==> src/verilog/core_settings.svh <==
`ifndef CORE_SETTINGS_SVH
`define CORE_SETTINGS_SVH

// Datapath and memory sizes
`define CORE_XLEN        32
`define CORE_IMEM_WORDS  256
`define CORE_DMEM_WORDS  256
`define CORE_MEM_AW      8          // Word address bits, covers both memories

// APB address map
`define CORE_PADDR_W     12
`define CORE_IMEM_BASE   12'h000
`define CORE_DMEM_BASE   12'h400
`define CORE_CTRL_ADDR   12'h800

// One quotient bit per iteration
`define CORE_DIV_STEPS   32

// RV32 opcodes
`define OPC_OP           7'b0110011
`define OPC_OP_IMM       7'b0010011
`define OPC_LUI          7'b0110111
`define OPC_LOAD         7'b0000011
`define OPC_STORE        7'b0100011
`define OPC_SYSTEM       7'b1110011

// funct7 values
`define F7_BASE          7'b0000000
`define F7_SUB           7'b0100000
`define F7_MULDIV        7'b0000001

`endif

==> src/verilog/core_pkg.sv <==
`default_nettype none

`include "core_settings.svh"

package core_pkg;

	// Host side bus
	typedef struct packed {
		logic                     psel;
		logic                     penable;
		logic                     pwrite;
		logic [`CORE_PADDR_W-1:0] paddr;
		logic [`CORE_XLEN-1:0]    pwdata;
	} apb_req_t;

	typedef struct packed {
		logic [`CORE_XLEN-1:0] prdata;
		logic                  pready;
		logic                  pslverr;
	} apb_rsp_t;

	// One RAM port, word addressed
	typedef struct packed {
		logic                   en;
		logic                   we;
		logic [`CORE_MEM_AW-1:0] addr;
		logic [`CORE_XLEN-1:0]  wdata;
	} mem_req_t;

	typedef enum logic [2:0] {
		ALU_ADD, ALU_SUB, ALU_AND, ALU_OR, ALU_XOR, ALU_SLT, ALU_SLTU, ALU_PASS_B
	} alu_op_t;

	// Order follows funct3[1:0] of the M extension
	typedef enum logic [1:0] {
		DIVOP_DIV, DIVOP_DIVU, DIVOP_REM, DIVOP_REMU
	} div_op_t;

	typedef enum logic [2:0] {
		CLS_ALU, CLS_LOAD, CLS_STORE, CLS_DIVIDE, CLS_HALT, CLS_ILLEGAL
	} op_class_t;

	typedef struct packed {
		op_class_t             op_class;
		alu_op_t               alu_op;
		div_op_t               div_op;
		logic [4:0]            rd;
		logic [4:0]            rs1;
		logic [4:0]            rs2;
		logic [`CORE_XLEN-1:0] imm;
	} decoded_t;

	typedef enum logic [2:0] {
		S_IDLE, S_FETCH, S_EXEC, S_MEM, S_DIV_WAIT, S_WRITE, S_HALTED
	} seq_state_t;

endpackage

`default_nettype wire

==> src/verilog/divider_unit.sv <==
`timescale 1ns/1ps
`default_nettype none

`include "core_settings.svh"

module divider_unit (
	input  logic                  CLK,
	input  logic                  rst_n,
	input  logic                  div_start,
	input  core_pkg::div_op_t     div_op,
	input  logic [`CORE_XLEN-1:0] dividend,
	input  logic [`CORE_XLEN-1:0] divisor,
	output logic                  div_done,
	output logic [`CORE_XLEN-1:0] div_result
);
	localparam int CW = $clog2(`CORE_DIV_STEPS);

	logic                  busy;
	logic [CW-1:0]         count;
	logic                  last_step;
	logic                  is_signed;
	logic [`CORE_XLEN-1:0] a_mag, b_mag;		// Operand magnitudes
	logic [`CORE_XLEN-1:0] quo, rem, dsor;
	logic                  neg_q, neg_r, want_rem;
	logic [`CORE_XLEN:0]   rem_shift, trial;
	logic [`CORE_XLEN-1:0] quo_next, rem_next;

	assign is_signed = (div_op == core_pkg::DIVOP_DIV) || (div_op == core_pkg::DIVOP_REM);
	assign a_mag = (is_signed && dividend[`CORE_XLEN-1]) ? -dividend : dividend;
	assign b_mag = (is_signed && divisor[`CORE_XLEN-1]) ? -divisor : divisor;

	// One restoring step
	assign rem_shift = {rem, quo[`CORE_XLEN-1]};
	assign trial     = rem_shift - {1'b0, dsor};
	assign quo_next  = {quo[`CORE_XLEN-2:0], ~trial[`CORE_XLEN]};
	assign rem_next  = trial[`CORE_XLEN] ? rem_shift[`CORE_XLEN-1:0] : trial[`CORE_XLEN-1:0];
	assign last_step = busy && (count == CW'(`CORE_DIV_STEPS - 1));

	always_ff @(posedge CLK) begin
		if (!rst_n) begin
			busy     <= 1'b0;
			count    <= '0;
			div_done <= 1'b0;
		end else begin
			div_done <= last_step;		// Single cycle pulse
			if (div_start) begin
				busy  <= 1'b1;
				count <= '0;
			end else if (busy) begin
				count <= count + 1'b1;
				if (last_step)
					busy <= 1'b0;
			end
		end
	end

	always_ff @(posedge CLK) begin
		if (div_start) begin
			quo      <= a_mag;
			rem      <= '0;
			dsor     <= b_mag;
			// Zero divisor keeps the all ones quotient unsigned
			neg_q    <= is_signed && (dividend[`CORE_XLEN-1] ^ divisor[`CORE_XLEN-1]) && |divisor;
			neg_r    <= is_signed && dividend[`CORE_XLEN-1];	// Remainder follows dividend
			want_rem <= (div_op == core_pkg::DIVOP_REM) || (div_op == core_pkg::DIVOP_REMU);
		end else if (busy) begin
			quo <= quo_next;
			rem <= rem_next;
			// Sign fix-up; most negative over -1 falls out as dividend, rem 0
			if (last_step)
				div_result <= want_rem ? (neg_r ? -rem_next : rem_next)
					: (neg_q ? -quo_next : quo_next);
		end
	end

	// Sequencer must wait for div_done before the next divide
	assert property (@(posedge CLK) disable iff (!rst_n) div_start |-> !busy);

endmodule

`default_nettype wire

==> config.mk <==
export PLATFORM = sky130hd
export DESIGN_NAME = divider_unit
export DESIGN_NICKNAME = d
export VERILOG_FILES = /design/src/verilog/core_pkg.sv /design/src/verilog/divider_unit.sv
export VERILOG_INCLUDE_DIRS = /design/src /design/src/verilog
export SDC_FILE = /design/constraint.sdc
export NUM_CORES = 1
export LEC_CHECK = 0
export BUFFER_PORTS_ARGS = -buffer_cell sky130_fd_sc_hd__buf_2
export CAP_MARGIN = 20
export CORE_UTILIZATION = 50
export CTS_CLUSTER_DIAMETER = 40
export CTS_CLUSTER_SIZE = 40
export DETAILED_ROUTE_END_ITERATION = 12
export MAX_ROUTING_LAYER = met4
export PLACE_DENSITY = 0.72
export SYNTH_ARGS = -nofsm -noshare
export SYNTH_HDL_FRONTEND = slang
export SYNTH_SLANG_ARGS = --single-unit
==> constraint.sdc <==
create_clock -name CLK -period 4.6 [get_ports CLK]
set_input_delay 0.23 -clock CLK [delete_from_list [all_inputs] [get_ports CLK]]
set_output_delay 0.23 -clock CLK [all_outputs]
set_load 0.02 [all_outputs]
# == Word-level counts from Yosys, hierarchy flattened ==
# Index checks and enable logic that the tools add are counted.
# op_classes
n_bitwise,4
reduce_logical,12
magnitude_cmp,0
shift,0
n_mux,11
div_mod_pow,0
multipliers,0
add_sub_neg,6
n_eq_ne,3
# ops
operator,n
$mux 32,8
$neg 32->32,4
$sub 33x32->33,1
$reduce_or 32->1,1
$add 5x1->5 const B,1
$eq 5x5->1 const B,1
$logic_and 1x1->1,5
$eq 2x2->1 const B,2
$mux 1,3
$not 1->1,3
$reduce_and 3->1,1
$logic_not 2->1,1
$logic_or 1x1->1,2
$reduce_bool 2->1,1
$reduce_or 2->1,1
$xor 1x1->1,1
# word_totals
mem_count,0
latch_bits,0
out_inout_bits,33
input_bits,69
ramBits,0
register_bits,138
word_cells,46
rom_bits,0

# == Longest topological paths before layout ==
# logic_depth
depth_word,5
mapped_depth,22
ltp_nobuf,19

# == Worst setup path before layout ==
# Ideal clock, no wire load.
# synth_timing
path_type,register -> register
start,reg quo[31]
end,"reg div_result[26], data pin"
n_path_buf,3
t_arrival_ns,4.666
setup_time_ns,0.265
stages_incl_launch_ff,22
slack_ns,-0.331
path_cell_list,edfxtp_1 > inv_1 > ha_1 > inv_1 > fa_1 > a211oi_4 > o211ai_2 > a31o_1 > o211a_1 > o31ai_4 > nand2_4 > buf_6 > buf_2 > buf_2 > o21ai_0 > ha_1 > nand3_1 > nand4b_1 > and2_1 > nor3_1 > a311oi_1 > or3_1
# synth_via
elab_chain_cells,5
elab_cells_between_ends,8
# synth_lines
element,line_no,text
"start, declared",divider_unit.sv:23,"logic [`CORE_XLEN-1:0] quo, rem, dsor;"
"start signal, assigned",divider_unit.sv:59,quo <= a_mag;
"start signal, assigned",divider_unit.sv:67,quo <= quo_next;
$sub 33x32->33,divider_unit.sv:34,"assign trial = rem_shift - {1'b0, dsor};"
$mux 32 / $not 1->1 (equally long branches),"divider_unit.sv:36, divider_unit.sv:35",
"$neg 32->32, on equally long branches","divider_unit.sv:71, divider_unit.sv:72",
"$mux 32, on equally long branches","divider_unit.sv:71, divider_unit.sv:72",
$mux 32 *,divider_unit.sv:71,div_result <= want_rem ? (neg_r ? -rem_next : rem_next)
"end signal, assigned",divider_unit.sv:71,
"end, declared",divider_unit.sv:14,output logic [`CORE_XLEN-1:0] div_result
# Every way passes the cells marked *; elsewhere a longest branch is shown, timed or not.
# A chain may end at the register's enable or synchronous reset.

# == Final worst setup path ==
# Ends and elaborated chain as after synthesis.

==> metrics.txt <==
run status=finished clean; end of the critical path=div_result[26]$_DFFE_PP_; worst reg2reg path endpoint=div_result[26]$_DFFE_PP_; CP Capture Type=flop; vias per std cell=between 6 and 7; Post-synth top flop=edfxtp_1; clk_lat worst skew=around 0.43 ns; FF-to-FF Start=quo[31]$_DFFE_PP_; Fillers=roughly 2000; routability cong.=between 0.9 and 1; Die Y=around 150 um; Crit path required time=between 4 and 5 ns; core area=~22000 um2; post-detail-place hpwl=between 20000 and 25000 um; Worst Tran Pin Value=~1 ns; Syn Inst Count=between 1000 and 1500; most used cell, CP=inv_1; total CTS buffers=17; VDD IR-drop max=about 0.00028 V; Top Ports=a little over 100; Bufs and invs on worst path=2; Synth Area per Inst=between 8 and 9 um2; max-slew violations=0; hold crit path type=input pin to flop; RSZ-0062 raised after global routing=true; R2R depth=18; Inst Count DP=about 1700; multi-input combinational cell area=around 7000 um2; Post-Route Setup TNS=0 ns; TritonRoute pass-1 iters=6; non-filler cells, final=~1700; antenna violations before repair=0; Core Rows=54; Critical Path, Cell by Cell=inv_1 > ha_2 > inv_1 > fa_2 > a211oi_4 > o211ai_2 > a31o_1 > o211a_1 > o31ai_4 > nand2_4 > mux2i_4 > ha_4 > and4b_2 > o211ai_1 > and2_4 > nor3_4 > a311oi_1 > or3_1; Worst slew margin=0.3348; post-synthesis sequential area ratio=0.3364; Tot GR Track Use=0.2836; CTS tree=yes; register area=3755 um2; Max-Cap Viols=0; CP Launch Type=flop; Critical Path Fanout Max=5; CP peak stage delay=approximately 0.4 ns; PortBufs=101; post-synthesis register bit count=between 100 and 150; CP max-delay cell=edfxtp_1; ant diodes=0; clock-pin slew on the worst setup and hold paths=roughly 0.06 ns; r2r setup slk=~0.12 ns; Synth area leader=edfxtp_1; synth warn=0; first-pass GRT wire length=48930 um; Tmin final=roughly 4.5 ns; Detail Route Antenna Nets=0; CTS H-Tree Depth=4; Setup CP Type=flop to flop; Pleak=4.918 nW; drt drc=0; Bufs on Longest Clock Path=2; EDFF count, synth=99; Top delay family on crit path=compound AO/OA/AOI/OAI gates; die width=151.4 um; total gr overflow=0; Async SR Flop Fraction=0; Starting Density=0.5112; Worst Path Arrival=between 4 and 5 ns; clock sinks=around 140; Fin. Hold Viols=0; Stages on worst setup path=18; share of layout cells above drive strength 1=0.1493; drt wl/cell=roughly 19 um; CP Launch Point=quo[31]$_DFFE_PP_; clock root buffer=clkbuf_16; nets=roughly 1500; Syn Nets=1419; routed wire length=approximately 31000 um; via count of the routed design=about 10000; synth top area cells=edfxtp_1, dfxtp_1, xnor2_1; crit share post-route=0.9734; Area Overhead vs Synth=13.97%; PD cells=~370 nW/um2; starting DRC count in detailed routing=about 840; library cells used by synthesis=86; fmax=223.3 MHz; post-synthesis cell area=between 10000 and 15000 um2; vias in the first global route=~9600; Clock Skews=between 0.007 and 0.008 ns; largest net degree at the start of global routing=between 70 and 80; Die ar.=22920 um2; endpoints failing setup=0; top cell type's share of synthesized area=0.2665
[worst min path at each step]
stage | slack, ns | cells past startpoint | to | startpoint
finish | 0.05 | 2 | busy$_SDFF_PN0_ | rst_n
global route | 0.05 | 2 | busy$_SDFF_PN0_ | rst_n
CTS | 0.05 | 2 | busy$_SDFF_PN0_ | rst_n
detailed placement | 0.42 | 1 | want_rem$_DFFE_PP_ | div_op[1]
global placement | 0.41 | 1 | want_rem$_DFFE_PP_ | div_op[1]
floorplan | 0.33 | 0 | dsor[0]$_DFFE_PP_ | divisor[0]
[area by class of cell]
cell class,count,share of cell area
Multi-Input combinational cell,1047,0.5501
Sequential cell,138,0.2953
Timing Repair Buffer,134,0.05963
Clock buffer,17,0.03345
Tap cell,280,0.02755
Inverter,62,0.01830
Clock inverter,15,0.01565
[cell usage in the layout (no fill, tap or decap), drive strengths merged, types with 9 or more instances in the layout]
master / instances
nor2: 150
buf: 133
a21oi: 117
edfxtp: 99
nand2: 95
xnor2: 72
inv: 64
o21ai: 62
xor2: 57
nor3: 42
a211oi: 41
dfxtp: 39
ha: 38
mux2i: 32
nand3: 28
o31ai: 27
o211ai: 20
clkbuf: 17
or3: 16
nand4: 16
nor4: 16
a21o: 15
nand2b: 14
or4: 14
and2: 14
a31oi: 11
nor2b: 10
o21a: 9
and3: 9
a211o: 9
[sequential cells by signal (all words and copies together), names as in the netlist]
register    count
neg_r           1
quo            32
busy            1
div_result     32
count           5
neg_q           1
want_rem        1
div_done        1
dsor           32
rem            32
[timing repair]
item,in CTS,in global routing
setup buffers,0,8
hold buffers,1,0
pin swaps,0,13
setup endpoints to repair,1,6
resized for setup,1,6
endpoints found under the hold margin,1,0
cloned,0,1
[cells by family (layout without fill, tap and decap cells)]
logic type	after synthesis	in the layout	share of synthesized area
flip-flops	138	138	0.3364
buffers and inverters	127	228	0.04665
multiplexers	40	40	0.03678
AND/OR/NAND/NOR	455	456	0.2020
adder cells (fa/ha/maj)	39	39	0.04441
XOR/XNOR	129	129	0.1013
AO/OA/AOI/OAI	383	383	0.2325
[per-stage QoR]
stage	cell area [um2]	util	hold WS [ns]	total power [mW]	worst slack (ns)
detailed placement	11980	0.5488	0.4177	3.204	-0.01809
global placement	11980	0.5488	0.4080	3.180	0.1547
CTS	12620	0.5783	0.04500	4.680	0.01355
global route	12720	0.5827	0.04786	4.949	-0.05674
floorplan	11250	-	0.3289	2.768	0.01700
finish	12720	0.5827	0.04706	4.721	0.1223
[layer usage]
metal  up-vias  share of wire  GRT usage
met5         -              0          -
li1       5051              -          -
met4         0          0.031     0.1050
met1      4971           0.43     0.3570
met3        68          0.060    0.05331
met2       362           0.48     0.4511
[cells in the mapped netlist (10+ instances only)]
library cell / instances
a211oi_1: 40
a21o_1: 15
a21oi_1: 117
a31oi_1: 10
and2_1: 14
buf_2: 14
clkbuf_1: 40
dfxtp_1: 39
edfxtp_1: 99
ha_1: 38
inv_1: 62
mux2i_1: 32
nand2_1: 93
nand2b_1: 14
nand3_1: 28
nand4_1: 15
nor2_1: 150
nor2b_1: 10
nor3_1: 41
nor4_1: 15
o211ai_1: 19
o21ai_0: 59
o31ai_1: 26
or3_1: 16
or4_1: 13
xnor2_1: 72
xor2_1: 57
[power by group]
group,total [mW],internal (mW),leakage (nW),switching [mW]
combinational,1.67,0.652,3.35,1.02
sequential,1.57,1.47,1.26,0.108
clock,1.48,0.909,0.305,0.568
Note: power is estimated with default switching activity, not from simulation.
