## src/verilog/core_settings.svh

```systemverilog
`ifndef CORE_SETTINGS_SVH
`define CORE_SETTINGS_SVH

// Datapath and memory sizes
`define CORE_XLEN        32
`define CORE_IMEM_WORDS  256
`define CORE_DMEM_WORDS  256
`define CORE_MEM_AW      8          // Word address bits, covers both memories

// APB address map
`define CORE_PADDR_W     12
`define CORE_IMEM_BASE   12'h000
`define CORE_DMEM_BASE   12'h400
`define CORE_CTRL_ADDR   12'h800

// One quotient bit per iteration
`define CORE_DIV_STEPS   32

// RV32 opcodes
`define OPC_OP           7'b0110011
`define OPC_OP_IMM       7'b0010011
`define OPC_LUI          7'b0110111
`define OPC_LOAD         7'b0000011
`define OPC_STORE        7'b0100011
`define OPC_SYSTEM       7'b1110011

// funct7 values
`define F7_BASE          7'b0000000
`define F7_SUB           7'b0100000
`define F7_MULDIV        7'b0000001

`endif

```

## src/verilog/core_pkg.sv

```systemverilog
`default_nettype none

`include "core_settings.svh"

package core_pkg;

	// Host side bus
	typedef struct packed {
		logic                     psel;
		logic                     penable;
		logic                     pwrite;
		logic [`CORE_PADDR_W-1:0] paddr;
		logic [`CORE_XLEN-1:0]    pwdata;
	} apb_req_t;

	typedef struct packed {
		logic [`CORE_XLEN-1:0] prdata;
		logic                  pready;
		logic                  pslverr;
	} apb_rsp_t;

	// One RAM port, word addressed
	typedef struct packed {
		logic                   en;
		logic                   we;
		logic [`CORE_MEM_AW-1:0] addr;
		logic [`CORE_XLEN-1:0]  wdata;
	} mem_req_t;

	typedef enum logic [2:0] {
		ALU_ADD, ALU_SUB, ALU_AND, ALU_OR, ALU_XOR, ALU_SLT, ALU_SLTU, ALU_PASS_B
	} alu_op_t;

	// Order follows funct3[1:0] of the M extension
	typedef enum logic [1:0] {
		DIVOP_DIV, DIVOP_DIVU, DIVOP_REM, DIVOP_REMU
	} div_op_t;

	typedef enum logic [2:0] {
		CLS_ALU, CLS_LOAD, CLS_STORE, CLS_DIVIDE, CLS_HALT, CLS_ILLEGAL
	} op_class_t;

	typedef struct packed {
		op_class_t             op_class;
		alu_op_t               alu_op;
		div_op_t               div_op;
		logic [4:0]            rd;
		logic [4:0]            rs1;
		logic [4:0]            rs2;
		logic [`CORE_XLEN-1:0] imm;
	} decoded_t;

	typedef enum logic [2:0] {
		S_IDLE, S_FETCH, S_EXEC, S_MEM, S_DIV_WAIT, S_WRITE, S_HALTED
	} seq_state_t;

endpackage

`default_nettype wire

```

## src/verilog/exec_unit.sv

```systemverilog
`timescale 1ns/1ps
`default_nettype none

`include "core_settings.svh"

module exec_unit (
	input  logic [`CORE_XLEN-1:0] instr,
	input  logic [`CORE_XLEN-1:0] rs1_data,
	input  logic [`CORE_XLEN-1:0] rs2_data,
	output core_pkg::decoded_t    dec,
	output logic [`CORE_XLEN-1:0] alu_result
);
	logic [6:0]            opcode;
	logic [2:0]            funct3;
	logic [6:0]            funct7;
	logic                  use_imm;		// Operand B from immediate
	logic [`CORE_XLEN-1:0] op_b;

	assign opcode = instr[6:0];
	assign funct3 = instr[14:12];
	assign funct7 = instr[31:25];

	always_comb begin
		dec          = '0;
		dec.op_class = core_pkg::CLS_ILLEGAL;
		dec.alu_op   = core_pkg::ALU_ADD;
		dec.div_op   = core_pkg::div_op_t'(funct3[1:0]);
		dec.rd       = instr[11:7];
		dec.rs1      = instr[19:15];
		dec.rs2      = instr[24:20];
		dec.imm      = {{20{instr[31]}}, instr[31:20]};	// I-type
		use_imm      = 1'b1;
		case (opcode)
		`OPC_OP: begin
			use_imm = 1'b0;
			if (funct7 == `F7_MULDIV && funct3[2]) begin
				dec.op_class = core_pkg::CLS_DIVIDE;
			end else if (funct7 == `F7_BASE || (funct7 == `F7_SUB && funct3 == 3'b000)) begin
				dec.op_class = core_pkg::CLS_ALU;
				case (funct3)
				3'b000:  dec.alu_op = funct7[5] ? core_pkg::ALU_SUB : core_pkg::ALU_ADD;
				3'b010:  dec.alu_op = core_pkg::ALU_SLT;
				3'b011:  dec.alu_op = core_pkg::ALU_SLTU;
				3'b100:  dec.alu_op = core_pkg::ALU_XOR;
				3'b110:  dec.alu_op = core_pkg::ALU_OR;
				3'b111:  dec.alu_op = core_pkg::ALU_AND;
				default: dec.op_class = core_pkg::CLS_ILLEGAL;	// No shifts
				endcase
			end
		end
		`OPC_OP_IMM: if (funct3 == 3'b000) dec.op_class = core_pkg::CLS_ALU;	// ADDI only
		`OPC_LUI: begin
			dec.op_class = core_pkg::CLS_ALU;
			dec.alu_op   = core_pkg::ALU_PASS_B;
			dec.imm      = {instr[31:12], 12'b0};
		end
		`OPC_LOAD: if (funct3 == 3'b010) dec.op_class = core_pkg::CLS_LOAD;	// LW
		`OPC_STORE: begin
			dec.imm = {{20{instr[31]}}, instr[31:25], instr[11:7]};	// S-type
			if (funct3 == 3'b010)
				dec.op_class = core_pkg::CLS_STORE;
		end
		`OPC_SYSTEM: if (instr[31:7] == '0) dec.op_class = core_pkg::CLS_HALT;	// ECALL
		default: ;
		endcase
	end

	assign op_b = use_imm ? dec.imm : rs2_data;

	// Loads and stores get their address from ADD
	always_comb begin
		case (dec.alu_op)
		core_pkg::ALU_ADD:  alu_result = rs1_data + op_b;
		core_pkg::ALU_SUB:  alu_result = rs1_data - op_b;
		core_pkg::ALU_AND:  alu_result = rs1_data & op_b;
		core_pkg::ALU_OR:   alu_result = rs1_data | op_b;
		core_pkg::ALU_XOR:  alu_result = rs1_data ^ op_b;
		core_pkg::ALU_SLT:  alu_result = {{(`CORE_XLEN-1){1'b0}}, $signed(rs1_data) < $signed(op_b)};
		core_pkg::ALU_SLTU: alu_result = {{(`CORE_XLEN-1){1'b0}}, rs1_data < op_b};
		default:            alu_result = op_b;		// LUI
		endcase
	end

endmodule

`default_nettype wire

```

## config.mk

```make
export PLATFORM = sky130hd
export DESIGN_NAME = exec_unit
export DESIGN_NICKNAME = d
export VERILOG_FILES = /design/src/verilog/core_pkg.sv /design/src/verilog/exec_unit.sv
export VERILOG_INCLUDE_DIRS = /design/src /design/src/verilog
export SDC_FILE = /design/constraint.sdc
export NUM_CORES = 1
export LEC_CHECK = 0
export BUFFER_PORTS_ARGS = -buffer_cell sky130_fd_sc_hd__buf_2
export CAP_MARGIN = 20
export CORE_MARGIN = 3
export CORE_UTILIZATION = 56
export DETAILED_ROUTE_END_ITERATION = 8
export PLACE_DENSITY = 0.87
export SLEW_MARGIN = 15
export SYNTH_ARGS = -nofsm -noshare
export SYNTH_HDL_FRONTEND = slang
export SYNTH_SLANG_ARGS = --single-unit
```

## constraint.sdc

```tcl
create_clock -name vclk -period 8.72
set_clock_uncertainty 0.1 [all_clocks]
set_input_delay 1.744 -clock vclk [all_inputs]
set_output_delay 1.744 -clock vclk [all_outputs]
set_load 0.1 [all_outputs]
```

Word level (Yosys, flattened, before mapping)
Index checks and enable logic that the tools add are counted.
{ "totals": {"in_bits": 96, "output_inout_bits": 87, "word_cells": 49, "register_bits": 0} }
{ "op_classes": {"reduce_logical": 8, "addsub": 2, "n_mux": 15, "n_eq_ne": 19, "bitwise": 3, "order_cmp": 2} }
{ "op_table": {"columns": ["op", "count"], "rows": [
  ["$pmux W32 S7", 1],
  ["$lt A32 B32 Y1", 2],
  ["$pmux W31 S2", 1],
  ["$pmux W3 S6", 2],
  ["$add A32 B32 Y32", 1],
  ["$and A32 B32 Y32", 1],
  ["$mux W32", 1],
  ["$or A32 B32 Y32", 1],
  ["$sub A32 B32 Y32", 1],
  ["$xor A32 B32 Y32", 1],
  ["$eq A7 B6 Y1 const B", 4],
  ["$logic_not A25 Y1", 1],
  ["$eq A3 B3 Y1 const B", 6],
  ["$mux W3", 6],
  ["$eq A3 B2 Y1 const B", 4],
  ["$eq A7 B1 Y1 const B", 1],
  ["$eq A7 B2 Y1 const B", 1],
  ["$eq A7 B5 Y1 const B", 1],
  ["$eq A7 B7 Y1 const B", 1],
  ["$logic_not A7 Y1", 1],
  ["$logic_not A3 Y1", 2],
  ["$mux W6", 1],
  ["$pmux W3 S2", 1],
  ["$reduce_or A6 Y1", 1],
  ["4 further kinds", 6]
]} }

Depth between registers and ports, before layout
Gate-level depths: netlist of run 1.
{ "depth": {"ltp_word": 8, "mapped_depth": 20, "ltp_nobuf": 19} }

Least setup slack after synthesis of run 1
OpenSTA, ideal clock, no wires.
{ "synth_path": {"path_kind": "input -> output", "startpoint": "input instr[3]", "endpoint": "output alu_result[23]", "path_stages": 14, "arrival_ns": 8.763, "slack_ns": -1.887, "cell_sequence": "nand3b_1 > nor3_1 > nand2_1 > o21ai_0 > mux2_2 > inv_1 > ha_1 > a21o_1 > a21oi_1 > o21bai_1 > a221oi_1 > o21a_2 > o221ai_2 > o311ai_1"} }
{ "synth_lines": {"columns": ["item", "line_no", "rtl"], "rows": [
  ["from (decl)", "exec_unit.sv:7", "input logic [`CORE_XLEN-1:0] instr,"],
  ["to (decl)", "exec_unit.sv:11", "output logic [`CORE_XLEN-1:0] alu_result"]
]} }

Worst setup path in the final report of run 1
{ "layout_path": {"startpoint": "input instr[2]", "endpoint": "output alu_result[30]"} }
{ "layout_between": {"elab_chain_len": 5, "word_cells_on_any_way": 19, "classes_between": "add/sub: 2; eq/ne: 9; mux: 4; bitwise: 3; reduce/logical: 1"} }
{ "layout_lines": {"columns": ["item", "line_no", "rtl"], "rows": [
  ["$eq A7 B6 Y1", "exec_unit.sv:33", "case (opcode)"],
  ["$pmux W31 S2", "exec_unit.sv:33", null],
  ["$mux W32", "exec_unit.sv:68", "assign op_b = use_imm ? dec.imm : rs2_data;"],
  ["$sub A32 B32 Y32 (tied with other cells)", "exec_unit.sv:74", "core_pkg::ALU_SUB: alu_result = rs1_data - op_b;"],
  ["$pmux W32 S7 (*)", "exec_unit.sv:72", "case (dec.alu_op)"]
]} }
Mark *: on every way between the ends. The rest lies on a longest branch, timed or not.

==> results of run 1 <==
[logic make-up after synthesis]
kind of cell | after synthesis
fa+ha+maj | 108
simple gates | 310
compound gates | 350
mux | 20
xor+xnor | 25
buf+inv | 173
[cell usage in the layout, fill, tap and decap left out, drive strengths merged, types with 9 or more instances in the layout]
cell and n:
nor3 25, a21oi 92, nor2b 10, nor2 97, o21ai 85, nor4 10
o31ai 11, mux2 14, o21bai 20, xnor2 19, ha 106, buf 198
a21boi 9, o211ai 12, a21o 10, inv 100, o22ai 9, nand2 90
a221oi 15, nand4 10, a31oi 11, or3 9, nand3 22
[stage by stage]
stage,total power [W],worst slack (ns)
5_1_grt,0.000904,0.126
6_report,0.000863,0.413
2_1_floorplan,0.000635,-0.0221
3_3_place_gp,0.000842,0.717
4_1_cts,0.000850,0.542
3_5_place_dp,0.000847,0.549
[final cells by class]
type	count	area, sq um	area share
antenna	1	2.50	0.000327
inverter	100	375	0.0490
multi-input combinational	813	5780	0.754
tap	140	175	0.0229
timing repair buffer	198	1330	0.174
[routing by layer]
| layer | track usage | routed length (microns) |
|---|---|---|
| met1 | 0.496 | 9570 |
| met2 | 0.619 | 11200 |
| met3 | 0.0711 | 3500 |
| met4 | 0.147 | 1310 |
| met5 | 0 | 0 |
[worst paths after layout]
check                  from              to  slack (ns)
setup / recovery   instr[2]  alu_result[30]        0.41
hold / removal    instr[10]         dec[45]        3.79
[power by group]
group / internal, W / switching (W)
registers: 0 / 0
clock network: 0.0000000000153 / 0
logic: 0.000254 / 0.000609
total: 0.000254 / 0.000609
==> impl_metrics.env, run 1 <==
export IMPL_drt_iter0_drc=1047
export IMPL_tns_ns=0
export IMPL_first_global_vias=7793
export IMPL_final_core_util=0.698
export IMPL_fin_area_sq_um=7660
export IMPL_core_sq_um=11000
export IMPL_vias=8356
export IMPL_synth_compound_area_share=0.364
export IMPL_p_leak_nw=3.72
export IMPL_vias_per_cell=6.67
export IMPL_synth_area_leader_cell="ha_1"
export IMPL_cp_depth=19
export IMPL_cpPeakStageDelay_ns=0.64
export IMPL_outcome="finished, final reports clean"
export IMPL_port_buffers=183
export IMPL_hold_depth=2
export IMPL_synthAdderAreaFrac=0.214
export IMPL_path_cells="buf_2, nand4bb_4, nor4b_2, nor2_1, a22o_1, nor2_1, nor2_1, ha_1, fa_1, nor2_1, o211ai_1, a221oi_2, a211oi_2, a2111oi_2, o31ai_1, xor2_1, a221oi_1, a21oi_2, buf_12"
export IMPL_synthMuxAreaShare=0.0341
export IMPL_yosysMostFrequentCell="ha_1"
export IMPL_n_fill_cell=993
export IMPL_wl_microns=25600
export IMPL_crit_top_cell="nor2_1"
export IMPL_post_layout_nonfiller_instances=1252
export IMPL_worst_setup_path_type="in2out"
export IMPL_seq_cells=0
export IMPL_end_kind="output port"
export IMPL_whs_ns=3.79
export IMPL_fin_nets=1317
export IMPL_path_delay_family="compound AO/OA/AOI/OAI gates"
export IMPL_dieWidth_microns=113
export IMPL_avgSynthCellArea_sq_um=6.47
export IMPL_yosysWarnings=0
export IMPL_yosys_area_share_xor_xnor=0.0343
export IMPL_yosysTopAreaCellShare=0.208
export IMPL_synth_area_sq_um=6380
export IMPL_postCtsSetupBuffers=0
export IMPL_drive_gt1_frac=0.243
export IMPL_row_count=38
export IMPL_grt_total_usage=0.380
export IMPL_required_ns=6.88
export IMPL_dpl_cell_area_sq_um=7630
export IMPL_crit_arrival_ns=6.46
export IMPL_wire_per_inst_microns=20.4
export IMPL_rsz0062_at_grt="no"
export IMPL_critPathSlowestCell="nor4b_2"
export IMPL_path_buf_inv=2
export IMPL_grt_pass1_wl_microns=40200
export IMPL_yosys_area_share_simple=0.233
export IMPL_die_h_microns=113
export IMPL_fmax_mhz=120
export IMPL_ant_nets=0
export IMPL_start_kind="primary input"
export IMPL_synth_nets=1190
export IMPL_grt_overflow_total=0
export IMPL_ctsHoldBuffers=0
export IMPL_synthCells=986
export IMPL_critPathMaxFanout=8
export IMPL_io_pins=183
export IMPL_cap_violations=0
export IMPL_dp_hpwl_microns=20100
export IMPL_post_cts_resized=0
export IMPL_start_util=0.581
export IMPL_drt_pass1_iterations=6
export IMPL_dp_cells=1250
export IMPL_slew_viol_final=0
export IMPL_finalHoldViolCount=0
export IMPL_peakVddDrop_mv=0.102
export IMPL_power_density_nw_per_um2=113
export IMPL_finalCriticalPeriod_ns=8.31
export IMPL_grt_max_degree=30
export IMPL_place_gp_congestion=1.08
export IMPL_seq_area_sq_um=0
export IMPL_yosysUniqueCellTypes=82
export IMPL_synth_common_cells="106 x ha_1, 100 x inv_1, 96 x nor2_1, 91 x a21oi_1, 90 x nand2_1"
export IMPL_clock_buffers=0
export IMPL_setup_viol=0
export IMPL_tightestPinTransition_ns=0.951
export IMPL_area_growth_pct=20.1
export IMPL_synth_top_family_by_area="compound AO/OA/AOI/OAI gates"
export IMPL_fin_crit_sh=0.953
export IMPL_drc=0
export IMPL_relSlewSlack=0.364
export IMPL_antenna_found_initial=1
export IMPL_die_area_sq_um=12700
export IMPL_hold_class="in2out"
export IMPL_yosysSeqAreaShare=0
export IMPL_synth_area_leaders="ha_1 21%, a21oi_1 7.1%, o21ai_0 6.0%"
Note: power is estimated with default switching activity, not from simulation.
==> run 2, diff against run 1 <==
Settings changed: RECOVER_POWER set to 25, REMOVE_ABC_BUFFERS set to 1.
==> impl_metrics.env, run 2 (synthesis results as in run 1) <==
export IMPL_rsz0062_at_grt="no"
export IMPL_io_pins=183
export IMPL_crit_top_cell="nand2_1"
export IMPL_p_leak_nw=3.63
export IMPL_peakVddDrop_mv=0.117
export IMPL_whs_ns=3.88
export IMPL_drt_iter0_drc=932
export IMPL_row_count=38
export IMPL_port_buffers=183
export IMPL_seq_area_sq_um=0
export IMPL_first_global_vias=7839
export IMPL_dp_hpwl_microns=20100
export IMPL_grt_pass1_wl_microns=40400
export IMPL_finalHoldViolCount=0
export IMPL_tightestPinTransition_ns=1.19
export IMPL_crit_arrival_ns=6.49
export IMPL_ant_nets=0
export IMPL_multi_input_area_sq_um=5610
export IMPL_combinationalPowerShare=1.000
export IMPL_start_util=0.581
export IMPL_clock_power_share=0
export IMPL_fin_nets=1317
export IMPL_fmax_mhz=120
export IMPL_switching_share=0.717
export IMPL_relSlewSlack=0.207
export IMPL_place_gp_congestion=1.08
export IMPL_end_kind="output port"
export IMPL_post_cts_resized=0
export IMPL_dieWidth_microns=113
export IMPL_start_kind="primary input"
export IMPL_required_ns=6.88
export IMPL_area_growth_pct=16.9
export IMPL_postCtsSetupBuffers=0
export IMPL_finalPower_w=0.000838
export IMPL_worst_setup_path_type="in2out"
export IMPL_grt_total_usage=0.382
export IMPL_cp_startpoint="instr[4]"
export IMPL_intPower_w=0.000237
export IMPL_core_sq_um=11000
export IMPL_antenna_found_initial=0
export IMPL_setup_ws_ns=0.383
export IMPL_drt_pass1_iterations=7
export IMPL_tns_ns=0
export IMPL_die_h_microns=113
export IMPL_layout_common_cells="147 x buf_2, 106 x ha_1, 100 x inv_1"
export IMPL_pre_cts_slack_ns=0.551
export IMPL_clock_buffers=0
export IMPL_power_density_nw_per_um2=112
export IMPL_hold_depth=4
export IMPL_die_area_sq_um=12700
export IMPL_critPathMaxFanout=14
export IMPL_fin_crit_sh=0.956
export IMPL_grt_overflow_total=0
export IMPL_worstHoldStart="instr[28]"
export IMPL_wire_per_inst_microns=20.6
export IMPL_vias_per_cell=6.58
export IMPL_drc=0
export IMPL_finalCriticalPeriod_ns=8.34
export IMPL_slew_viol_final=0
export IMPL_p_sw_w=0.000601
export IMPL_grt_max_degree=29
export IMPL_n_fill_cell=1032
export IMPL_diodes=0
export IMPL_critPathSlowestCell="a31oi_1"
export IMPL_wl_microns=25700
export IMPL_dpl_cell_area_sq_um=7450
export IMPL_cpPeakStageDelay_ns=0.68
export IMPL_path_cells="buf_2, nand2_1, nor3_1, nand2_1, nand2_1, buf_4, nand2_1, mux2_2, inv_1, ha_1, and3_1, and2_1, a221oi_1, nor2b_1, a31oi_1, o21bai_1, xor2_1, a21oi_1, a32oi_1, buf_12"
export IMPL_whs_endpoint="alu_result[28]"
export IMPL_drive_gt1_frac=0.197
export IMPL_hold_class="in2out"
export IMPL_setup_viol=0
export IMPL_fin_area_sq_um=7450
export IMPL_power_frac_seq=0
export IMPL_seq_cells=0
export IMPL_final_common_cell="buf_2"
export IMPL_outcome="finished, final reports clean"
export IMPL_ctsHoldBuffers=0
export IMPL_cap_violations=0
export IMPL_vias=8237
[run 2: cell types whose count changed in the layout (fill, tap and decap cells not counted), moves of 3 or more]
| cell | change |
|---|---|
| o21ai_0 | +5 |
| nand2_1 | +8 |
| buf_2 | -18 |
| nand2_2 | -6 |
| a32oi_1 | +3 |
| a22o_2 | -4 |
| clkbuf_1 | +20 |
| o21ai_2 | -3 |
| a22o_1 | +4 |
| a21oi_2 | -4 |
| a21oi_1 | +4 |
[run 2: power by group through the flow]
stage	Sequential (W)	Clock (W)	Combinational [W]
2_1_floorplan	0	0	0.000576
3_3_place_gp	0	0	0.000821
3_5_place_dp	0	0	0.000823
4_1_cts	0	0	0.000827
5_1_grt	0	0	0.000881
6_report	0	0	0.000838
[run 2: layout make-up]
class	instances	share of cell area
Inverter	100	0.0504
Tap cell	140	0.0235
Multi-Input combinational cell	813	0.753
Timing Repair Buffer	198	0.173
[run 2: worst max-delay path, delay by kind of cell]
family | cells | cell delay [ns]
xor gates and xnor gates | 1 | 0.16
adders and majority gates | 1 | 0.35
and+or+nand+nor | 8 | 1.64
buffers and inverters | 4 | 0.69
muxes | 1 | 0.28
AOI/OAI and AO/OA | 5 | 1.61
[run 2: worst max path at each step]
stage                           endpoint  slack, ns  cells past startpoint
final                     alu_result[27]       0.38                     20
after global routing      alu_result[30]       0.02                     19
after CTS                 alu_result[27]       0.51                     20
after detailed placement  alu_result[27]       0.55                     20
after global placement    alu_result[30]       0.62                     19
after floorplan           alu_result[23]      -2.27                     14
[run 2: layer usage]
layer	GRT usage	up-vias	wire length [microns]
met4	0.144	0	989
met1	0.501	3760	9780
met5	0	-	0
met3	0.0642	101	3200
met2	0.628	596	11700
li1	-	3780	-
[run 2: through the flow]
stage	utilization	cells
CTS	0.678	1250
finish	0.679	1251
global placement	0.678	1250
global route	0.679	1251
detailed placement	0.678	1250
floorplan	-	913
