### src/verilog/core_settings.svh
`ifndef CORE_SETTINGS_SVH
`define CORE_SETTINGS_SVH

// Datapath and memory sizes
`define CORE_XLEN        32
`define CORE_IMEM_WORDS  256
`define CORE_DMEM_WORDS  256
`define CORE_MEM_AW      8          // Word address bits, covers both memories

// APB address map
`define CORE_PADDR_W     12
`define CORE_IMEM_BASE   12'h000
`define CORE_DMEM_BASE   12'h400
`define CORE_CTRL_ADDR   12'h800

// One quotient bit per iteration
`define CORE_DIV_STEPS   32

// RV32 opcodes
`define OPC_OP           7'b0110011
`define OPC_OP_IMM       7'b0010011
`define OPC_LUI          7'b0110111
`define OPC_LOAD         7'b0000011
`define OPC_STORE        7'b0100011
`define OPC_SYSTEM       7'b1110011

// funct7 values
`define F7_BASE          7'b0000000
`define F7_SUB           7'b0100000
`define F7_MULDIV        7'b0000001

`endif

### src/verilog/core_pkg.sv
`default_nettype none

`include "core_settings.svh"

package core_pkg;

	// Host side bus
	typedef struct packed {
		logic                     psel;
		logic                     penable;
		logic                     pwrite;
		logic [`CORE_PADDR_W-1:0] paddr;
		logic [`CORE_XLEN-1:0]    pwdata;
	} apb_req_t;

	typedef struct packed {
		logic [`CORE_XLEN-1:0] prdata;
		logic                  pready;
		logic                  pslverr;
	} apb_rsp_t;

	// One RAM port, word addressed
	typedef struct packed {
		logic                   en;
		logic                   we;
		logic [`CORE_MEM_AW-1:0] addr;
		logic [`CORE_XLEN-1:0]  wdata;
	} mem_req_t;

	typedef enum logic [2:0] {
		ALU_ADD, ALU_SUB, ALU_AND, ALU_OR, ALU_XOR, ALU_SLT, ALU_SLTU, ALU_PASS_B
	} alu_op_t;

	// Order follows funct3[1:0] of the M extension
	typedef enum logic [1:0] {
		DIVOP_DIV, DIVOP_DIVU, DIVOP_REM, DIVOP_REMU
	} div_op_t;

	typedef enum logic [2:0] {
		CLS_ALU, CLS_LOAD, CLS_STORE, CLS_DIVIDE, CLS_HALT, CLS_ILLEGAL
	} op_class_t;

	typedef struct packed {
		op_class_t             op_class;
		alu_op_t               alu_op;
		div_op_t               div_op;
		logic [4:0]            rd;
		logic [4:0]            rs1;
		logic [4:0]            rs2;
		logic [`CORE_XLEN-1:0] imm;
	} decoded_t;

	typedef enum logic [2:0] {
		S_IDLE, S_FETCH, S_EXEC, S_MEM, S_DIV_WAIT, S_WRITE, S_HALTED
	} seq_state_t;

endpackage

`default_nettype wire

### src/verilog/core_sequencer.sv
`timescale 1ns/1ps
`default_nettype none

`include "core_settings.svh"

module core_sequencer (
	input  logic                  CLK,
	input  logic                  rst_n,
	input  logic                  start,
	input  logic [`CORE_XLEN-1:0] instr,
	input  core_pkg::decoded_t    dec,
	input  logic [`CORE_XLEN-1:0] alu_result,
	input  logic [`CORE_XLEN-1:0] rs2_data,
	input  logic                  div_done,
	input  logic [`CORE_XLEN-1:0] div_result,
	input  logic [`CORE_XLEN-1:0] dmem_rdata,
	output core_pkg::mem_req_t    imem_req,
	output core_pkg::mem_req_t    dmem_req,
	output logic                  rf_we,
	output logic [4:0]            rf_waddr,
	output logic [`CORE_XLEN-1:0] rf_wdata,
	output logic                  div_start,
	output logic                  running,
	output logic                  halted
);
	core_pkg::seq_state_t  state;
	logic [`CORE_XLEN-1:0] pc;		// Byte address
	logic [`CORE_XLEN-1:0] ir;		// Latched in EXEC

	always_ff @(posedge CLK) begin
		if (!rst_n) begin
			state <= core_pkg::S_IDLE;
			pc    <= '0;
		end else begin
			case (state)
			core_pkg::S_IDLE, core_pkg::S_HALTED: begin
				if (start) begin		// Always from PC 0
					state <= core_pkg::S_FETCH;
					pc    <= '0;
				end
			end
			core_pkg::S_FETCH: state <= core_pkg::S_EXEC;
			core_pkg::S_EXEC: begin
				pc <= pc + `CORE_XLEN'(4);
				case (dec.op_class)
				core_pkg::CLS_ALU:                     state <= core_pkg::S_WRITE;
				core_pkg::CLS_LOAD, core_pkg::CLS_STORE: state <= core_pkg::S_MEM;
				core_pkg::CLS_DIVIDE:                  state <= core_pkg::S_DIV_WAIT;
				default:                               state <= core_pkg::S_HALTED; // ECALL, illegal
				endcase
			end
			core_pkg::S_MEM:      state <= core_pkg::S_WRITE;
			core_pkg::S_DIV_WAIT: if (div_done) state <= core_pkg::S_FETCH;	// Written back here
			core_pkg::S_WRITE:    state <= core_pkg::S_FETCH;
			default:              state <= core_pkg::S_IDLE;
			endcase
		end
	end

	always_ff @(posedge CLK) begin
		if (state == core_pkg::S_EXEC)
			ir <= instr;
	end

	// Fetch port, read only
	assign imem_req.en    = (state == core_pkg::S_FETCH);
	assign imem_req.we    = 1'b0;
	assign imem_req.addr  = pc[`CORE_MEM_AW+1:2];
	assign imem_req.wdata = '0;

	// Word loads and stores at the ALU address
	assign dmem_req.en    = (state == core_pkg::S_MEM);
	assign dmem_req.we    = (dec.op_class == core_pkg::CLS_STORE);
	assign dmem_req.addr  = alu_result[`CORE_MEM_AW+1:2];
	assign dmem_req.wdata = rs2_data;

	assign div_start = (state == core_pkg::S_EXEC) && (dec.op_class == core_pkg::CLS_DIVIDE);

	// Write-back
	assign rf_we = ((state == core_pkg::S_WRITE) && (dec.op_class != core_pkg::CLS_STORE)) ||
		((state == core_pkg::S_DIV_WAIT) && div_done);
	assign rf_waddr = ir[11:7];
	assign rf_wdata = (state == core_pkg::S_DIV_WAIT) ? div_result :
		(dec.op_class == core_pkg::CLS_LOAD) ? dmem_rdata : alu_result;

	assign halted  = (state == core_pkg::S_HALTED);
	assign running = (state != core_pkg::S_IDLE) && !halted;

	// A run ends only by halting, never by dropping back to idle
	assert property (@(posedge CLK) disable iff (!rst_n) $fell(running) |-> halted);

	// A divide launched from EXEC is answered after the full step count
	assert property (@(posedge CLK) disable iff (!rst_n)
		div_start |-> (state == core_pkg::S_EXEC) ##(`CORE_DIV_STEPS + 1) div_done);

endmodule

`default_nettype wire

### config.mk
export PLATFORM = sky130hd
export DESIGN_NAME = core_sequencer
export DESIGN_NICKNAME = d
export VERILOG_FILES = /design/src/verilog/core_pkg.sv /design/src/verilog/core_sequencer.sv
export VERILOG_INCLUDE_DIRS = /design/src /design/src/verilog
export SDC_FILE = /design/constraint.sdc
export NUM_CORES = 1
export LEC_CHECK = 0
export ABC_AREA = 1
export BUFFER_PORTS_ARGS = -buffer_cell sky130_fd_sc_hd__buf_2
export CAP_MARGIN = 0
export CORE_AREA = 2 2 133 135
export CTS_CLUSTER_SIZE = 20
export DETAILED_ROUTE_END_ITERATION = 8
export DIE_AREA = 0 0 135 137
export PLACE_DENSITY = 0.51
export REMOVE_ABC_BUFFERS = 1
export SYNTH_ARGS = -nofsm -noshare
export SYNTH_HDL_FRONTEND = slang
export SYNTH_SLANG_ARGS = --single-unit
### constraint.sdc
create_clock -name CLK -period 1.96 [get_ports CLK]
set_input_delay 0.392 -clock CLK [delete_from_list [all_inputs] [get_ports CLK]]
set_output_delay 0.392 -clock CLK [all_outputs]
set_load 0.02 [all_outputs]
### After elaboration in Yosys (flattened, before gate mapping)

Index checks and enable logic that the tools add are counted.
W data, S select, Z words.

* add/sub/neg operators: 1
* eq/ne operators: 12
* muxes and demuxes: 8
* reduce and logical (&&, ||, !) cells: 14

Operator list (count)
* $mux W32: 3
* $pmux W32 S2: 1
* $add A32 B3 Y32 const B: 1
* $pmux W3 S6: 1
* $eq A3 B2 Y1 const B: 4
* $eq A3 B3 Y1 const B: 3
* $pmux W3 S3: 1
* $eq A3 B1 Y1 const B: 2
* $logic_not A3 Y1: 2
* $mux W3: 2
* $logic_and A1 B1 Y1: 4
* $ne A2 B2 Y1 const B: 2
* $reduce_and A2 Y1: 2
* $reduce_or A2 Y1: 2
* $ne A3 B2 Y1 const B: 1
* $reduce_bool A3 Y1: 1
* $reduce_bool A2 Y1: 1
* $logic_not A1 Y1: 1
* $logic_or A1 B1 Y1: 1

* bits in registers: 47
* input port bits: 219
* output and inout bits: 125
* logic and storage cells: 38

### Logic depth before layout (Yosys ltp)

Gate-level depths: netlist of the first run.

* depth in word-level cells: 4
* depth in mapped cells: 8
* gate-level depth less buffers: 8

### Worst setup path before layout of the first run

No wires, ideal clock.

* kind: input to output
* start: input port dec[53] (netlist bit)
* end: output port rf_wdata[10]
* data arrival time: 1.304 ns
* data required time: 1.568 ns
* setup slack: 0.264 ns
* stages: 4
* path buffers: 1
* path through: inv_2 -> clkbuf_1 -> nand4_1 -> a31oi_1

* word-level cells in the longest chain between the ends: 3

RTL lines
* start: declaration: line core_sequencer.sv:11 `input core_pkg::decoded_t dec,`
* $eq A3 B1 Y1: line core_sequencer.sv:84 `(dec.op_class == core_pkg::CLS_LOAD) ? dmem_rdata : alu_result;`
* $mux W32: line core_sequencer.sv:84
* $mux W32: line core_sequencer.sv:83 `assign rf_wdata = (state == core_pkg::S_DIV_WAIT) ? div_result :`
* end: declaration: line core_sequencer.sv:21 `` output logic [`CORE_XLEN-1:0] rf_wdata, ``

No other way between the ends.

### Worst setup path after layout of the first run

* start: register state[0]
* end: output port rf_wdata[2]

* word-level cells in the longest chain between the ends: 2

RTL lines
* start: declaration: line core_sequencer.sv:26 `core_pkg::seq_state_t state;`
* start signal: assignment: line core_sequencer.sv:32 `state <= core_pkg::S_IDLE;`
* start signal: assignment: line core_sequencer.sv:38 `state <= core_pkg::S_FETCH;`
* start signal: assignment: line core_sequencer.sv:42 `core_pkg::S_FETCH: state <= core_pkg::S_EXEC;`
* $eq A3 B3 Y1: line core_sequencer.sv:83
* $mux W32: line core_sequencer.sv:83

No other way between the ends.

==> metrics.md, run 1 <==
| Metric | Value |
|---|---|
| Vias per std cell | 3.925 |
| Routed Antenna Nets | 0 |
| Worst skew pair latency | 0.24 ns |
| DRC Markers | 0 |
| GP Congestion | 0.8355 |
| Peak Freq | 0.5145 GHz |
| Netlist cell types | 24 |
| Peak per-stage delay on the critical path | 0.35 ns |
| Die area | 18500 sq um |
| Commonest non-fill, non-tap cell in the layout | buf_2 |
| First-pass GRT wire length | 20.00 mm |
| Worst Path Required | 1.57 ns |
| Initial core utilization | 12.84% |
| Hold_buf cts | 0 |
| Drt first pass iters | 4 |
| Die W | 135 um |
| Via count | 2716 |
| GR Util All Layers | 16.44% |
| Final worst-path cycle share | 99.17% |
| Final Hold Fails | 0 |
| Post-synth EDFFs | 5 |
| Cells along the critical path | nor2_4 -> nand2_4 -> clkbuf_16 -> a31oi_1 -> buf_4 |
| Busiest layer in global routing | met2 |
| R2r worst-path depth | 8 |
| Largest net degree at the start of global routing | 39 |
| Outcome | completed |
| Share of layout cells above drive strength 1 | 46.04% |
| Syn Inst Count | 339 |
| Final worst setup slack | 0.01636 ns |
| Total CTS buffers | 3 |
| HP Class | in2reg |
| M1 GR Usage | 12.01% |
| Clock Root Buffer | clkbuf_16 |
| Reg2reg setup slack | 0.64 ns |
| Leak | 0.001562 uW |
| WP data arrival | 1.55 ns |
| Inst Count DP | 686 |
| Max H-tree Level | 1 |
| Met3 usage | 17.19% |
| Top delay family on crit path | buffers and inverters |
| Min-delay src | instr[10] |
| Crit Path Category | reg2out |
| Non-Filler Instances | 692 |
| Avg WL per Cell | 23.70 um |
| Worst path slowest cell | dfxtp_2 |
| Post-Syn Area | 2190 sq um |
| Site Rows | 48 |
| Main synth FF type | dfxtp_1 |
| RSZ-0062 raised after global routing | yes |
| First-iteration detailed-routing DRC count | 98 |
| # setup viols final | 0 |
| Avg Synthesized Cell Area | 6.459 sq um |
| GR Util met2 | 29.39% |
| Longest Clk Path Bufs | 2 |
| DP HPWL | 14.58 mm |
| FF/Latch Area | 372.9 sq um |
| Post-synthesis sequential area ratio | 16.91% |
| Post-synthesis register bit count | 16 |
| Cell Pwr Density | 850.9 nW/um^2 |
| Max Cap Viol | 0 |
| # IOs | 344 |
| Fillers | 2010 |
| Setup Skew | 0.002864 ns |
| Die Ht | 137 um |
| Final net count | 688 |
| Bufs and invs on worst path | 2 |
| Most frequent cells in the layout | 155 x buf_2, 57 x nand2_1, 43 x nor2_1 |
| Pre-CTS setup slack | 0.01138 ns |
| Multi-input gate area | 1250 sq um |
| Hold endpoint | ir[10] |
| # diodes | 0 |
| Number of global-route vias before repair | 2359 |
| Grt total ovfl | 0 |
| Core Region | 17060 sq um |
| CTS Sinks | 16 |
| Post-route minimum period | 1.944 ns |
| Area growth syn-to-layout | 42.74% |
| RR Startpoint | state[1] |
| Peak supply drop | 0.5057 mV |
| PortBufs | 167 |
| Initial antenna violation count | 0 |
| Async S/R FF share, synth | 0% |
| Routed WL | 16.40 mm |
| Max Slew Vio Count | 0 |
| Hold Path Depth | 1 |
| Crit Path Max Fanout | 19 |
| Critical path launch point type | flip-flop |
| Yosys warns | 0 |
| Reg clk slew, reported paths | 0.05 ns |
| R2R Path End | pc[8] |
| CTS tree | done |
| WHS | 0.3193 ns |
| Crit end category | output port |
cells by family (layout without fill, tap and decap cells):
kind of cell / after synthesis / after routing / synth area share [%]
DFF: 16 / 16 / 16.91
buffers and inverters: 111 / 207 / 34.91
adders and majority gates: 1 / 1 / 0.5713
other: 1 / 33 / 0.1713
and+or+nand+nor: 159 / 159 / 33.89
AOI/OAI and AO/OA: 51 / 51 / 13.54
flip-flops by register name (all words and copies together) (netlist names):
name	flops
ir	5
pc	8
state	3
worst max path at each step:
stage | startpoint | depth (start not counted) | to | slack (ns)
finish | state[0] | 5 | rf_wdata[2] | 0.02
global route | state[1] | 6 | rf_wdata[11] | -0.02
CTS | state[0] | 7 | rf_wdata[11] | -0.03
detailed placement | dec[53] | 8 | rf_wdata[11] | 0.01
global placement | dec[53] | 8 | rf_wdata[11] | 0.02
floorplan | state[2] | 2 | rf_we | -0.54
metal layers:
metal | part of all wire (%) | routed length (um) | vias up
met3 | 24 | 3888 | 9
met4 | 2.5 | 403 | 0
met2 | 49 | 8009 | 224
met1 | 25 | 4102 | 1171
li1 | - | - | 1312
met5 | 0 | 0 | -
where the power goes:
group,switching [uW],internal (uW),leakage [uW]
Clock,125,276,0.0000382
Sequential,48.1,415,0.000136
Combinational,1160,637,0.00139
worst reg2reg max path, delay by kind of cell, from the launching register on:
kind | cells | cell delay (ns)
and+or+nand+nor | 7 | 0.71
buffers and inverters | 1 | 0.17
DFF | 1 | 0.35
cell type report:
class | instances | area share [%]
tap | 225 | 9.007
timing repair buffer | 188 | 34.75
inverter | 15 | 1.801
multi-input combinational | 244 | 39.99
sequential | 16 | 11.93
clock buffer | 4 | 2.522
cells in the mapped netlist (all sizes together), types with 4 or more instances:
cell / number / area share (%)
nand2: 61 / 11
clkbuf: 6 / 1.0
nand3: 14 / 3.7
a31oi: 32 / 9.1
nor2: 46 / 8.6
dfxtp: 11 / 10
nor3: 4 / 1.1
a21oi: 12 / 2.7
inv: 15 / 2.6
edfxtp: 5 / 6.9
o21ai: 6 / 1.4
nand4: 34 / 9.7
buf: 90 / 31
what timing repair did:
item | CTS | global route
setup buffers | 0 | 1
pin swaps | 0 | 1
gates resized for setup | 9 | 23
cloned | 0 | 1
endpoints found under the setup margin | 20 | 26
per-stage QoR:
stage                     instance area [sq um]  total power (uW)  utilization, %  setup TNS [ns]
after floorplan                            1602              1362               -          -17.32
after global placement                     2902              2131           17.01               0
after detailed placement                   2902              2128           17.01               0
after CTS                                  3014              2568           17.67        -0.04213
after global routing                       3126              2862           18.32        -0.02774
final                                      3126              2660           18.32               0
Power figures use the tool's default switching activity.
==> inputs of run 2 (changes only) <==
--- a/config.mk
+++ b/config.mk
@@ -11,6 +11,6 @@
 export CAP_MARGIN = 0
-export CORE_AREA = 2 2 133 135
+export CORE_AREA = 2 2 132 134
 export CTS_CLUSTER_SIZE = 20
 export DETAILED_ROUTE_END_ITERATION = 8
-export DIE_AREA = 0 0 135 137
+export DIE_AREA = 0 0 134 136
 export PLACE_DENSITY = 0.51
==> constraint.sdc (replaced) <==
create_clock -name CLK -period 1.96 [get_ports CLK]
set_input_delay 0.098 -clock CLK [delete_from_list [all_inputs] [get_ports CLK]]
set_output_delay 0.098 -clock CLK [all_outputs]
set_load 0.02 [all_outputs]
==> run 2 against run 1 <==
Compared with the run above:
- non-clock buffer count decreased by 7
- sequential power rose by 4%
- critical path depth increased by 1
- cell area down 5.9%
- global-route usage down 0.47 points
- sequential share of layout area is 0.70 points higher
- routed wire length shrank 4.9%
- core utilization down 0.89 points
- die area shrank 1.5%
- clock skew is 0.0016 ns lower
- register-to-register slack worse by 0.07 ns
==> metrics.md, run 2 (synthesis gave the netlist of run 1 again) <==
| Metric | Value |
|---|---|
| Die Ht | 136 um |
| Drt first pass iters | 4 |
| WHS | 0.02505 ns |
| Cell Pwr Density | 841.9 nW/um^2 |
| HP Class | in2reg |
| Top reg by flops | pc |
| Net Sw Power | 1256 uW |
| Site Rows | 48 |
| Post-route minimum period | 1.753 ns |
| Max H-tree Level | 1 |
| Combinational share of power | 62.4% |
| Final worst-path cycle share | 89.43% |
| Power Internal | 1221 uW |
| First-iteration detailed-routing DRC count | 117 |
| # setup viols final | 0 |
| Setup bufs post-CTS | 0 |
| Initial antenna violation count | 0 |
| Via count | 2722 |
| Worst skew pair latency | 0.25 ns |
| Core Region | 16880 sq um |
| Area growth syn-to-layout | 34.34% |
| Final Hold Fails | 0 |
| Inst Count DP | 681 |
| Final core utilization | 17.43% |
| RSZ-0062 raised after global routing | no |
| Worst Path Required | 1.86 ns |
| GP Congestion | 0.8473 |
| Longest Clk Path Bufs | 2 |
| Share of layout cells above drive strength 1 | 43.04% |
| Routed WL | 15.60 mm |
| Most frequent cells in the layout | 167 x buf_2, 57 x nand2_1, 44 x nor2_1 |
| Crit Path Category | reg2out |
| Number of global-route vias before repair | 2466 |
| Avg WL per Cell | 22.78 um |
| CTS Sinks | 16 |
| Seq pwr share | 19.5% |
| Clock Power Share | 18.1% |
| Max Cap Viol | 0 |
| Leak | 0.001496 uW |
| # IOs | 344 |
| Non-Filler Instances | 685 |
| Total CTS buffers | 3 |
| Final net count | 681 |
| Die W | 134 um |
| Crit Path Max Fanout | 38 |
| Clock Root Buffer | clkbuf_16 |
| Commonest non-fill, non-tap cell in the layout | buf_2 |
| Peak Freq | 0.5705 GHz |
| DP HPWL | 14.00 mm |
| PnR Total Power | 2477 uW |
| WP data arrival | 1.65 ns |
| # diodes | 0 |
| Largest net degree at the start of global routing | 39 |
| PortBufs | 167 |
| Final worst setup slack | 0.2072 ns |
| Peak supply drop | 0.4922 mV |
| Switching share of total power | 50.70% |
| Critical path launch point type | flip-flop |
| CTS tree | done |
| First-pass GRT wire length | 19.38 mm |
| Vias per std cell | 3.974 |
| Initial core utilization | 12.97% |
| Outcome | completed |
| Setup Skew | 0.001268 ns |
| Routed Antenna Nets | 0 |
| DRC Markers | 0 |
| Crit end category | output port |
| GR Util All Layers | 15.97% |
| Reg clk slew, reported paths | 0.05 ns |
| Pre-CTS setup slack | 0.2632 ns |
| Grt total ovfl | 0 |
| Largest regs | pc: 8 flops, ir: 5 flops, state: 3 flops |
| Die area | 18220 sq um |
| Max Slew Vio Count | 0 |
| Max reg flops | 8 |
| Hold_buf cts | 0 |
-- run 2: cell count changes in the layout (fill, tap and decap cells not counted), moves of 2 or more --
cell / delta
a31oi_2: -8
buf_4: -14
a31oi_1: +9
buf_6: -2
buf_2: +12
-- run 2: worst max-delay path: stages, from the launching register on --
cell and delay (ns):
dfxtp_2 0.46, nor2_4 0.06, nand2_2 0.14, buf_12 0.21, nor2_1 0.06, a31oi_1 0.22, buf_2 0.23
-- run 2: metal layers --
layer / GRT usage (%) / routed length (um) / vias up
met5: 4.444 / 87 / -
met4: 15.25 / 1846 / 2
met3: 9.396 / 2145 / 32
met2: 25.19 / 6826 / 220
met1: 13.89 / 4698 / 1174
li1: - / - / 1294
-- run 2: power by group through the flow --
stage / registers (uW) / clock network [uW] / logic [uW]
after global placement: 485 / 0 / 1570
final: 482 / 449 / 1540
after detailed placement: 486 / 0 / 1570
after global routing: 490 / 476 / 1720
after CTS: 482 / 461 / 1570
after floorplan: 531 / 0 / 831
-- run 2: repair_timing --
action,CTS,global route
setup endpoints to repair,1,0
resized for setup,1,0
endpoints found under the hold margin,0,0
-- run 2: layout make-up --
cell class | instances | area, sq um
clock buffer | 4 | 88.84
multi-input combinational | 244 | 1177
inverter | 15 | 56.30
sequential | 16 | 371.6
timing repair buffer | 181 | 965.9
fill | 1978 | 13930
tap | 225 | 281.5
-- run 2: through the flow --
stage	setup TNS [ns]	cell area [sq um]
6_report	0	2942
5_1_grt	0	2942
4_1_cts	0	2942
3_5_place_dp	0	2851
3_3_place_gp	0	2851
2_1_floorplan	-7.613	1602
-- run 2: path summary, 6_finish.rpt --
kind,from,end,slack [ns],cells past startpoint
max,state[1],rf_wdata[29],0.21,6
min,instr[11],ir[11],0.03,1
max reg2reg,state[0],pc[8],0.57,8
min reg2reg,pc[7],pc[7],0.51,2
